$ cat config.mk
export PLATFORM = sky130hd
export DESIGN_NAME = wb_top
export DESIGN_NICKNAME = d
export VERILOG_FILES = /design/src/lsu_pkg.sv /design/src/wb_pkg.sv /design/src/wb_top.sv /design/src/regfile.sv /design/src/wb_stage.sv /design/src/load_resp.sv /design/src/ex_wb_reg.sv
export SDC_FILE = /design/constraint.sdc
export NUM_CORES = 2
export LEC_CHECK = 0
export ABC_CLOCK_PERIOD_IN_PS = 8360
export BUFFER_PORTS_ARGS = -buffer_cell sky130_fd_sc_hd__buf_2
export CORE_AREA = 2 2 311 313
export CTS_BUF_LIST = sky130_fd_sc_hd__clkbuf_4 sky130_fd_sc_hd__clkbuf_8
export CTS_CLUSTER_DIAMETER = 120
export CTS_CLUSTER_SIZE = 28
export DETAILED_ROUTE_END_ITERATION = 8
export DIE_AREA = 0 0 313 315
export PLACE_DENSITY = 0.77
export SLEW_MARGIN = 20
export SYNTH_ARGS = -nofsm -noshare
export SYNTH_HDL_FRONTEND = slang
export SYNTH_SLANG_ARGS = --single-unit
$ cat constraint.sdc
create_clock -name clk -period 8.36 [get_ports clk]
set_input_delay 2.09 -clock clk [delete_from_list [all_inputs] [get_ports clk]]
set_output_delay 2.09 -clock clk [all_outputs]
set_load 0.02 [all_outputs]
$ cat src/lsu_pkg.sv
// Load size codes and access status codes
// Load word union with a byte view and a halfword view
`default_nettype none

package lsu_pkg;

  // Width of the size code and of the byte offset within a word
  localparam int unsigned LSU_SIZE_BITS = 2;
  localparam int unsigned LSU_OFFSET_W  = 2;

  // Load size codes
  localparam logic [LSU_SIZE_BITS-1:0] LSU_SIZE_B = 2'b00;
  localparam logic [LSU_SIZE_BITS-1:0] LSU_SIZE_H = 2'b01;
  localparam logic [LSU_SIZE_BITS-1:0] LSU_SIZE_W = 2'b10;

  // Access status that travels with every bus response
  localparam logic ACC_OK    = 1'b0;
  localparam logic ACC_FAULT = 1'b1;

  //////////////////////////////////////////////////////////////////////
  // Load word, seen either as bytes or as halfwords
  //////////////////////////////////////////////////////////////////////

  // Byte 0 and halfword 0 sit in the low bits (little endian)
  typedef union packed {
    logic [3:0][7:0]  b;
    logic [1:0][15:0] h;
  } lsu_word_u;

endpackage

`default_nettype wire

$ cat src/wb_pkg.sv
// Register file and pipeline constants
// Shared by the EX/WB register, write-back stage, register file and top
`default_nettype none

package wb_pkg;

  //////////////////////////////////////////////////////////////////////
  // Datapath
  //////////////////////////////////////////////////////////////////////

  // Integer register width
  localparam int unsigned XLEN = 32;

  //////////////////////////////////////////////////////////////////////
  // Register file
  //////////////////////////////////////////////////////////////////////

  // Enough address bits for x0 to x31
  localparam int unsigned RF_ADDR_W = 5;

  // Entry count, x0 included
  localparam int unsigned NUM_REGS = 32;

endpackage

`default_nettype wire
$ cat src/wb_top.sv
// Write-back end of the integer pipeline
// EX/WB register, load response path, write-back stage and register file
`timescale 1ns/100ps
`default_nettype none

module wb_top import wb_pkg::*, lsu_pkg::*; (
  input  logic                     clk,
  input  logic                     arst_n_i,

  // Execute side
  input  logic                     ex_valid_i,
  input  logic                     ex_rf_we_i,
  input  logic [RF_ADDR_W-1:0]     ex_rf_waddr_i,
  input  logic [XLEN-1:0]          ex_rf_wdata_i,
  input  logic                     ex_lsu_en_i,
  input  logic [LSU_SIZE_BITS-1:0] ex_lsu_size_i,
  input  logic                     ex_lsu_sign_i,
  input  logic [LSU_OFFSET_W-1:0]  ex_lsu_offset_i,
  input  logic                     ex_xif_en_i,
  output logic                     ex_ready_o,

  // Controller
  input  logic                     kill_wb_i,
  input  logic                     halt_wb_i,

  // Data bus response
  input  logic                     bus_rvalid_i,
  input  logic [XLEN-1:0]          bus_rdata_i,
  input  logic                     bus_err_i,

  // Coprocessor result
  input  logic                     xif_result_valid_i,
  input  logic [XLEN-1:0]          xif_result_data_i,
  input  logic                     xif_result_exc_i,
  output logic                     xif_result_ready_o,

  // Stage status
  output logic                     wb_valid_o,
  output logic                     data_stall_o,

  // Register read ports
  input  logic [RF_ADDR_W-1:0]     rd_addr_a_i,
  input  logic [RF_ADDR_W-1:0]     rd_addr_b_i,
  output logic [XLEN-1:0]          rd_data_a_o,
  output logic [XLEN-1:0]          rd_data_b_o
);

  // Instruction held in write-back
  logic                     wb_instr_valid;
  logic                     wb_rf_we;
  logic [RF_ADDR_W-1:0]     wb_rf_waddr;
  logic [XLEN-1:0]          wb_rf_wdata;
  logic                     wb_lsu_en;
  logic [LSU_SIZE_BITS-1:0] wb_lsu_size;
  logic                     wb_lsu_sign;
  logic [LSU_OFFSET_W-1:0]  wb_lsu_offset;
  logic                     wb_xif_en;

  // Stage handshake and load path
  logic                     wb_ready;
  logic                     lsu_valid;
  logic                     lsu_rvalid;
  logic [XLEN-1:0]          lsu_rdata;
  logic                     lsu_status;

  // Register write port
  logic                     rf_we;
  logic [RF_ADDR_W-1:0]     rf_waddr;
  logic [XLEN-1:0]          rf_wdata;

  // Execute sees the stage ready directly
  assign ex_ready_o = wb_ready;

  ex_wb_reg u_ex_wb_reg (
    .clk             (clk),
    .arst_n_i        (arst_n_i),
    .ex_valid_i      (ex_valid_i),
    .ex_rf_we_i      (ex_rf_we_i),
    .ex_rf_waddr_i   (ex_rf_waddr_i),
    .ex_rf_wdata_i   (ex_rf_wdata_i),
    .ex_lsu_en_i     (ex_lsu_en_i),
    .ex_lsu_size_i   (ex_lsu_size_i),
    .ex_lsu_sign_i   (ex_lsu_sign_i),
    .ex_lsu_offset_i (ex_lsu_offset_i),
    .ex_xif_en_i     (ex_xif_en_i),
    .wb_ready_i      (wb_ready),
    .kill_wb_i       (kill_wb_i),
    .instr_valid_o   (wb_instr_valid),
    .rf_we_o         (wb_rf_we),
    .rf_waddr_o      (wb_rf_waddr),
    .rf_wdata_o      (wb_rf_wdata),
    .lsu_en_o        (wb_lsu_en),
    .lsu_size_o      (wb_lsu_size),
    .lsu_sign_o      (wb_lsu_sign),
    .lsu_offset_o    (wb_lsu_offset),
    .xif_en_o        (wb_xif_en)
  );

  load_resp u_load_resp (
    .clk          (clk),
    .arst_n_i     (arst_n_i),
    .lsu_valid_i  (lsu_valid),
    .wb_ready_i   (wb_ready),
    .bus_rvalid_i (bus_rvalid_i),
    .bus_rdata_i  (bus_rdata_i),
    .bus_err_i    (bus_err_i),
    .lsu_size_i   (wb_lsu_size),
    .lsu_sign_i   (wb_lsu_sign),
    .lsu_offset_i (wb_lsu_offset),
    .lsu_rvalid_o (lsu_rvalid),
    .lsu_rdata_o  (lsu_rdata),
    .lsu_status_o (lsu_status)
  );

  wb_stage u_wb_stage (
    .instr_valid_i      (wb_instr_valid),
    .rf_we_i            (wb_rf_we),
    .rf_waddr_i         (wb_rf_waddr),
    .rf_wdata_i         (wb_rf_wdata),
    .lsu_en_i           (wb_lsu_en),
    .xif_en_i           (wb_xif_en),
    .kill_wb_i          (kill_wb_i),
    .halt_wb_i          (halt_wb_i),
    .lsu_rvalid_i       (lsu_rvalid),
    .lsu_rdata_i        (lsu_rdata),
    .lsu_status_i       (lsu_status),
    .xif_result_valid_i (xif_result_valid_i),
    .xif_result_data_i  (xif_result_data_i),
    .xif_result_exc_i   (xif_result_exc_i),
    .rf_we_o            (rf_we),
    .rf_waddr_o         (rf_waddr),
    .rf_wdata_o         (rf_wdata),
    .lsu_valid_o        (lsu_valid),
    .wb_ready_o         (wb_ready),
    .wb_valid_o         (wb_valid_o),
    .data_stall_o       (data_stall_o),
    .xif_result_ready_o (xif_result_ready_o)
  );

  regfile u_regfile (
    .clk       (clk),
    .arst_n_i  (arst_n_i),
    .we_i      (rf_we),
    .waddr_i   (rf_waddr),
    .wdata_i   (rf_wdata),
    .raddr_a_i (rd_addr_a_i),
    .raddr_b_i (rd_addr_b_i),
    .rdata_a_o (rd_data_a_o),
    .rdata_b_o (rd_data_b_o)
  );

endmodule

`default_nettype wire

$ cat src/regfile.sv
// Integer register file
// 32 entries, one write port, two combinational read ports, x0 fixed at zero
`timescale 1ns/100ps
`default_nettype none

module regfile import wb_pkg::*; (
  input  logic                 clk,
  input  logic                 arst_n_i,

  // Write port
  input  logic                 we_i,
  input  logic [RF_ADDR_W-1:0] waddr_i,
  input  logic [XLEN-1:0]      wdata_i,

  // Read ports
  input  logic [RF_ADDR_W-1:0] raddr_a_i,
  input  logic [RF_ADDR_W-1:0] raddr_b_i,
  output logic [XLEN-1:0]      rdata_a_o,
  output logic [XLEN-1:0]      rdata_b_o
);

  logic [XLEN-1:0] regs_q [NUM_REGS];

  // Entry 0 is never written, so it stays at its reset value
  always_ff @(posedge clk or negedge arst_n_i) begin
    if (!arst_n_i) begin
      for (int i = 0; i < NUM_REGS; i++) begin
        regs_q[i] <= '0;
      end
    end else if (we_i && (waddr_i != '0)) begin
      regs_q[waddr_i] <= wdata_i;
    end
  end

  // Reads see a write from the edge before
  assign rdata_a_o = regs_q[raddr_a_i];
  assign rdata_b_o = regs_q[raddr_b_i];

endmodule

`default_nettype wire

$ cat src/wb_stage.sv
// Write-back stage
// Result select from load, coprocessor or execute, register write gating,
// and the stage valid, ready and stall outputs
`timescale 1ns/100ps
`default_nettype none

module wb_stage import wb_pkg::*, lsu_pkg::*; (
  // Instruction from the EX/WB register
  input  logic                 instr_valid_i,
  input  logic                 rf_we_i,
  input  logic [RF_ADDR_W-1:0] rf_waddr_i,
  input  logic [XLEN-1:0]      rf_wdata_i,
  input  logic                 lsu_en_i,
  input  logic                 xif_en_i,

  // Controller
  input  logic                 kill_wb_i,
  input  logic                 halt_wb_i,

  // Load path
  input  logic                 lsu_rvalid_i,
  input  logic [XLEN-1:0]      lsu_rdata_i,
  input  logic                 lsu_status_i,

  // Coprocessor result
  input  logic                 xif_result_valid_i,
  input  logic [XLEN-1:0]      xif_result_data_i,
  input  logic                 xif_result_exc_i,

  // Register file write port
  output logic                 rf_we_o,
  output logic [RF_ADDR_W-1:0] rf_waddr_o,
  output logic [XLEN-1:0]      rf_wdata_o,

  // Stage status
  output logic                 lsu_valid_o,
  output logic                 wb_ready_o,
  output logic                 wb_valid_o,
  output logic                 data_stall_o,
  output logic                 xif_result_ready_o
);

  logic instr_valid;
  logic lsu_waiting;
  logic lsu_exception;
  logic xif_waiting;
  logic xif_exception;

  // Live instruction, not killed and not halted
  assign instr_valid = instr_valid_i && !kill_wb_i && !halt_wb_i;

  // Load still without its response
  assign lsu_waiting   = instr_valid_i && lsu_en_i && !lsu_rvalid_i;
  // Faulted load, known only once the response is held
  assign lsu_exception = lsu_en_i && lsu_rvalid_i && (lsu_status_i == ACC_FAULT);

  // Coprocessor result not there yet
  assign xif_waiting   = instr_valid_i && xif_en_i && !xif_result_valid_i;
  assign xif_exception = instr_valid_i && xif_en_i && xif_result_valid_i && xif_result_exc_i;

  //////////////////////////////////////////////////////////////////////
  // Register file write
  //////////////////////////////////////////////////////////////////////

  // No write before the result is there, and none on a fault
  assign rf_we_o = rf_we_i && instr_valid && !lsu_waiting && !lsu_exception &&
                   !xif_waiting && !xif_exception;

  assign rf_waddr_o = rf_waddr_i;

  // Load data first, then coprocessor, else the execute result
  assign rf_wdata_o = lsu_en_i ? lsu_rdata_i :
                      xif_en_i ? xif_result_data_i : rf_wdata_i;

  //////////////////////////////////////////////////////////////////////
  // Stage handshake
  //////////////////////////////////////////////////////////////////////

  // Kept high during halt so a held response is not lost
  assign lsu_valid_o = instr_valid_i && lsu_en_i;

  // Kill always frees the stage
  assign wb_ready_o = kill_wb_i || (!lsu_waiting && !xif_waiting && !halt_wb_i);

  // Faulted loads and coprocessor exceptions still complete
  assign wb_valid_o = ((!lsu_en_i && !xif_waiting) || (lsu_en_i && lsu_rvalid_i)) &&
                      instr_valid;

  assign data_stall_o = lsu_en_i && !lsu_rvalid_i && instr_valid;

  // Result taken only by a live offloaded instruction
  assign xif_result_ready_o = instr_valid && xif_en_i;

endmodule

`default_nettype wire

$ cat src/load_resp.sv
// Load response path
// Captures one data bus response, holds it until write-back advances,
// and aligns and extends the selected byte or halfword
`timescale 1ns/100ps
`default_nettype none

module load_resp import wb_pkg::*, lsu_pkg::*; (
  input  logic                     clk,
  input  logic                     arst_n_i,

  // From the write-back stage
  input  logic                     lsu_valid_i,
  input  logic                     wb_ready_i,

  // Data bus response
  input  logic                     bus_rvalid_i,
  input  logic [XLEN-1:0]          bus_rdata_i,
  input  logic                     bus_err_i,

  // Load attributes of the instruction in write-back
  input  logic [LSU_SIZE_BITS-1:0] lsu_size_i,
  input  logic                     lsu_sign_i,
  input  logic [LSU_OFFSET_W-1:0]  lsu_offset_i,

  // Held, aligned response
  output logic                     lsu_rvalid_o,
  output logic [XLEN-1:0]          lsu_rdata_o,
  output logic                     lsu_status_o
);

  logic            resp_accept;
  logic [XLEN-1:0] rdata_q;
  lsu_word_u       rword;

  // Bus pulses outside a live load are ignored
  assign resp_accept = bus_rvalid_i && lsu_valid_i;

  //////////////////////////////////////////////////////////////////////
  // Response hold
  //////////////////////////////////////////////////////////////////////

  always_ff @(posedge clk or negedge arst_n_i) begin
    if (!arst_n_i) begin
      lsu_rvalid_o <= 1'b0;
    end else if (resp_accept) begin
      lsu_rvalid_o <= 1'b1;
    end else if (wb_ready_i) begin
      // Load has left write-back
      lsu_rvalid_o <= 1'b0;
    end
  end

  // Word and status, qualified by lsu_rvalid_o
  always_ff @(posedge clk) begin
    if (resp_accept) begin
      rdata_q      <= bus_rdata_i;
      lsu_status_o <= bus_err_i ? ACC_FAULT : ACC_OK;
    end
  end

  //////////////////////////////////////////////////////////////////////
  // Alignment and extension
  //////////////////////////////////////////////////////////////////////

  assign rword = rdata_q;

  always_comb begin
    case (lsu_size_i)
      LSU_SIZE_B: begin
        // Byte lane picked by the full offset
        lsu_rdata_o = {{24{lsu_sign_i && rword.b[lsu_offset_i][7]}},
                       rword.b[lsu_offset_i]};
      end
      LSU_SIZE_H: begin
        // Upper offset bit picks the halfword
        lsu_rdata_o = {{16{lsu_sign_i && rword.h[lsu_offset_i[1]][15]}},
                       rword.h[lsu_offset_i[1]]};
      end
      // Word loads pass the held word through
      default:    lsu_rdata_o = rdata_q;
    endcase
  end

endmodule

`default_nettype wire

$ cat src/ex_wb_reg.sv
// EX/WB pipeline register
// Holds one instruction for write-back, with back-pressure and kill
`timescale 1ns/100ps
`default_nettype none

module ex_wb_reg import wb_pkg::*, lsu_pkg::*; (
  input  logic                     clk,
  input  logic                     arst_n_i,

  // Execute side
  input  logic                     ex_valid_i,
  input  logic                     ex_rf_we_i,
  input  logic [RF_ADDR_W-1:0]     ex_rf_waddr_i,
  input  logic [XLEN-1:0]          ex_rf_wdata_i,
  input  logic                     ex_lsu_en_i,
  input  logic [LSU_SIZE_BITS-1:0] ex_lsu_size_i,
  input  logic                     ex_lsu_sign_i,
  input  logic [LSU_OFFSET_W-1:0]  ex_lsu_offset_i,
  input  logic                     ex_xif_en_i,

  // Stage control
  input  logic                     wb_ready_i,
  input  logic                     kill_wb_i,

  // Instruction in write-back
  output logic                     instr_valid_o,
  output logic                     rf_we_o,
  output logic [RF_ADDR_W-1:0]     rf_waddr_o,
  output logic [XLEN-1:0]          rf_wdata_o,
  output logic                     lsu_en_o,
  output logic [LSU_SIZE_BITS-1:0] lsu_size_o,
  output logic                     lsu_sign_o,
  output logic [LSU_OFFSET_W-1:0]  lsu_offset_o,
  output logic                     xif_en_o
);

  //////////////////////////////////////////////////////////////////////
  // Valid bit
  //////////////////////////////////////////////////////////////////////

  // New instruction wins over a kill in the same cycle
  always_ff @(posedge clk or negedge arst_n_i) begin
    if (!arst_n_i) begin
      instr_valid_o <= 1'b0;
    end else if (wb_ready_i && ex_valid_i) begin
      instr_valid_o <= 1'b1;
    end else if (wb_ready_i || kill_wb_i) begin
      // Stage drained or instruction dropped
      instr_valid_o <= 1'b0;
    end
  end

  //////////////////////////////////////////////////////////////////////
  // Instruction fields
  //////////////////////////////////////////////////////////////////////

  // Fields only matter while the valid bit is set
  always_ff @(posedge clk) begin
    if (wb_ready_i) begin
      rf_we_o      <= ex_rf_we_i;
      rf_waddr_o   <= ex_rf_waddr_i;
      rf_wdata_o   <= ex_rf_wdata_i;
      lsu_en_o     <= ex_lsu_en_i;
      lsu_size_o   <= ex_lsu_size_i;
      lsu_sign_o   <= ex_lsu_sign_i;
      lsu_offset_o <= ex_lsu_offset_i;
      xif_en_o     <= ex_xif_en_i;
    end
  end

endmodule

`default_nettype wire

==> metrics.md <==
| Metric | Value |
|---|---|
| Post-CTS setup buffer count | `0` |
| First-pass GRT wire length | `242.3 mm` |
| Die width | `roughly 310 um` |
| Post-synthesis sequential area ratio | `roughly 49%` |
| Vias in the first global route | `approximately 36000` |
| Die H | `roughly 320 um` |
| Layout Skew | `23.39 ps` |
| Area leader, netlist | `dfrtp_1` |
| Initial antenna violation count | `3` |
| Routed length on met3 | `roughly 17 mm` |
| Peak VDD IR | `0.0002171 V` |
| Cts repair resizes | `0` |
| Adder-cell share of the synthesized area | `0%` |
| Simple-Gate Fraction of Synth Area | `around 2.3%` |
| Synth top area share | `45.18%` |
| XOR/XNOR Fraction of Synth Area | `0%` |
| Max Root-Sink Buffers | `3` |
| Cell mode on critical path | `buf_2` |
| Crit end category | `output pin` |
| Post-Synthesis Cells | `around 3600` |
| Hold Crit Class | `reg -> reg` |
| Slew Viols, Final | `0` |
| Syn Area/Cell | `roughly 16 sq um` |
| Detailed placer's ending HPWL | `between 90 and 100 mm` |
| Synth warnings | `0` |
| Max-slew headroom | `roughly a fifth` |
| Worst-case reg-to-reg path depth | `5` |
| Final Hold Vio Count | `0` |
| Data arrival, critical path | `approximately 4800 ps` |
| Post-Route Utilization | `between 60% and 70%` |
| Fin cells | `4819` |
| Worst-path clk slew | `160 ps` |
| DR WL/cell | `34.08 um` |
| IO Port Bufs | `195` |
| Post-synth ARST share | `92.93%` |
| Core footprint | `95710 sq um` |
| Data required, critical path | `approximately 6300 ps` |
| Inst Count DP | `~4800` |
| Post-synth top cells | `dfrtp_1 (1026), mux2_2 (927), mux4_2 (513), o22ai_1 (264), clkbuf_1 (190)` |
| Crit-path max cell delay | `between 1000 and 1500 ps` |
| Most frequent cell after synthesis | `dfrtp_1` |
| Final non-filler cell area | `between 50000 and 60000 sq um` |
| Iter 0 DRT Violations | `roughly 4300` |
| Vias/cell | `about 7.4` |
| Net Count, Synth | `about 3700` |
| Area of the mapped netlist | `roughly 57000 sq um` |
| Hold Path Stages | `0` |
| Layout net count | `~3700` |
| Lkg Pwr | `0.02770 uW` |
| Clk root buf | `clkbuf_8` |
| # Max-Cap Violations | `0` |
| Critical Path Fanout Max | `13` |
| Final number of setup-violating endpoints | `0` |
| ANT nets after route | `0` |
| DR top layer | `met4` |
| Synth cell types | `49` |
| Mux share of post-synthesis cell area | `between 40% and 50%` |
| Critical path type | `in -> out` |
| CTS tree | `built` |
| Drt pass-1 iters | `5` |
| TritonCTS Sinks | `about 1100` |
| Final Cycle Share | `81.98%` |
| GP Congestion | `just under 0.9` |
| Clk Latency, worst-skew pair | `slightly below 800 ps` |
| Status | `completed` |
| DR WL met2 | `76.17 mm` |
| Critical Path Slowest Stage Cell | `nor4_1` |
| Post-synth EDFFs | `a little under 80` |
| Main synth FF type | `dfrtp_1` |
| Worst-Margin Slew | `1208 ps` |
| CP startpoint kind | `primary input` |
| Synth Area in Compound Gates | `3.921%` |
| Largest family of logic cells by synthesized area | `multiplexers` |
| Routed wire length | `164.2 mm` |
| RSZ-0062 raised after global routing | `no` |
| Layout area overhead | `4.967%` |
| Crit-path cells | `buf_2 > nand3b_1 > buf_4 > o22ai_1 > nor4_1 > buf_2` |
| Placed instance area | `a little under 60000 sq um` |
| Die footprint | `98600 sq um` |
| Pwr Density | `about 150 nW/um^2` |
| H-Tree Depth | `2` |
| Overall Global Routing Usage | `roughly a third` |
| Setup TNS Final | `0 ps` |
| GRT overflow | `0` |
| Hold Buf Count CTS | `0` |
| Synth area leaders | `dfrtp_1 (45%), mux4_2 (20%), mux2_2 (18%)` |
| Cts bufs inserted | `between 40 and 50` |
| Largest net degree at the start of global routing | `~170` |
| Vias | `between 30000 and 40000` |
| Flop and latch count out of synthesis | `between 1000 and 1500` |
| Met1 WL | `around 65 mm` |
| # IOs | `around 200` |
| Initial Util | `between 50% and 60%` |
| Share of layout cells above drive strength 1 | `53.69%` |
| Max Clk Rate | `~0.15 GHz` |
| Row Count | `roughly 110` |
| Crit path time final | `6853 ps` |
| DRC Markers | `0` |
==> per-layer routing <==
metal	track usage, %	up-vias
li1	-	14000
met1	48.51	19370
met2	51.93	2144
met3	6.749	381
met4	10.98	0
met5	0	-
==> path summary, 6_finish.rpt <==
path | start | end | slack, ps
setup reg to reg | u_ex_wb_reg.instr_valid_o | u_regfile.regs_q[229] | 4470
hold / removal | u_regfile.regs_q[1000] | u_regfile.regs_q[1000] | 410
min in group asynchronous | arst_n_i | u_regfile.regs_q[764] | 1390
hold reg to reg | u_regfile.regs_q[1000] | u_regfile.regs_q[1000] | 410
setup / recovery | rd_addr_b_i[4] | rd_data_b_o[19] | 1510
max in group asynchronous | arst_n_i | u_regfile.regs_q[200] | 5450
==> flip-flops by register name, summed over array words and instances, names as in the netlist <==
register / count
u_ex_wb_reg.lsu_en_o: 1
u_load_resp.lsu_status_o: 1
u_ex_wb_reg.rf_waddr_o: 5
u_regfile.regs_q: 1024
u_load_resp.rdata_q: 32
u_ex_wb_reg.rf_wdata_o: 32
u_ex_wb_reg.lsu_size_o: 2
u_ex_wb_reg.lsu_sign_o: 1
u_load_resp.lsu_rvalid_o: 1
u_ex_wb_reg.rf_we_o: 1
u_ex_wb_reg.xif_en_o: 1
u_ex_wb_reg.instr_valid_o: 1
u_ex_wb_reg.lsu_offset_o: 2
==> critical path: cells and delay by family <==
| family | cells | cell delay [ps] |
|---|---|---|
| compound gates | 1 | 130 |
| buf+inv | 3 | 940 |
| simple gates | 2 | 1590 |
==> metrics by stage <==
| stage | hold slack [ps] | power, uW | setup WS [ps] |
|---|---|---|---|
| floorplan | 441.3 | 6576 | 2461 |
| global placement | 377.2 | 7082 | 1502 |
| detailed placement | 382.0 | 7113 | 1453 |
| CTS | 418.0 | 9188 | 1446 |
| global route | 428.2 | 9474 | 1354 |
| finish | 414.0 | 9176 | 1507 |
==> power breakdown <==
| part | switching [uW] | internal (uW) |
|---|---|---|
| Sequential | 125 | 5560 |
| Combinational | 840 | 506 |
| Clock | 1610 | 543 |
| Total | 2570 | 6600 |
==> area by class of cell <==
type | count | area (sq um)
Fill cell | 6869 | 36050
Timing Repair Buffer | 324 | 2268
Antenna cell | 2 | 5.005
Multi-Input combinational cell | 2054 | 27040
Clock inverter | 3 | 30.03
Sequential cell | 1104 | 28020
Inverter | 4 | 15.01
Tap cell | 1276 | 1597
Clock buffer | 52 | 684.4
==> cell usage in the layout, fill, tap and decap left out, drive strengths merged, types with 9 or more instances in the layout <==
cell type	count
nor2b	11
nor2	15
mux4	513
edfxtp	78
nand4	15
mux2	1026
clkbuf	52
nand3	19
and3b	9
nor4	64
o21ai	25
buf	324
o22ai	264
a22oi	25
a221oi	16
dfrtp	1026
==> kinds of logic (layout without fill, tap and decap cells) <==
logic type      count (synthesis)  in the layout
compound gates                337            337
flops                        1104           1104
mux                          1547           1547
buf+inv                       417            383
other cells                     0              2
simple gates                  170            170
No activity file was read; power rests on OpenSTA's default activity.
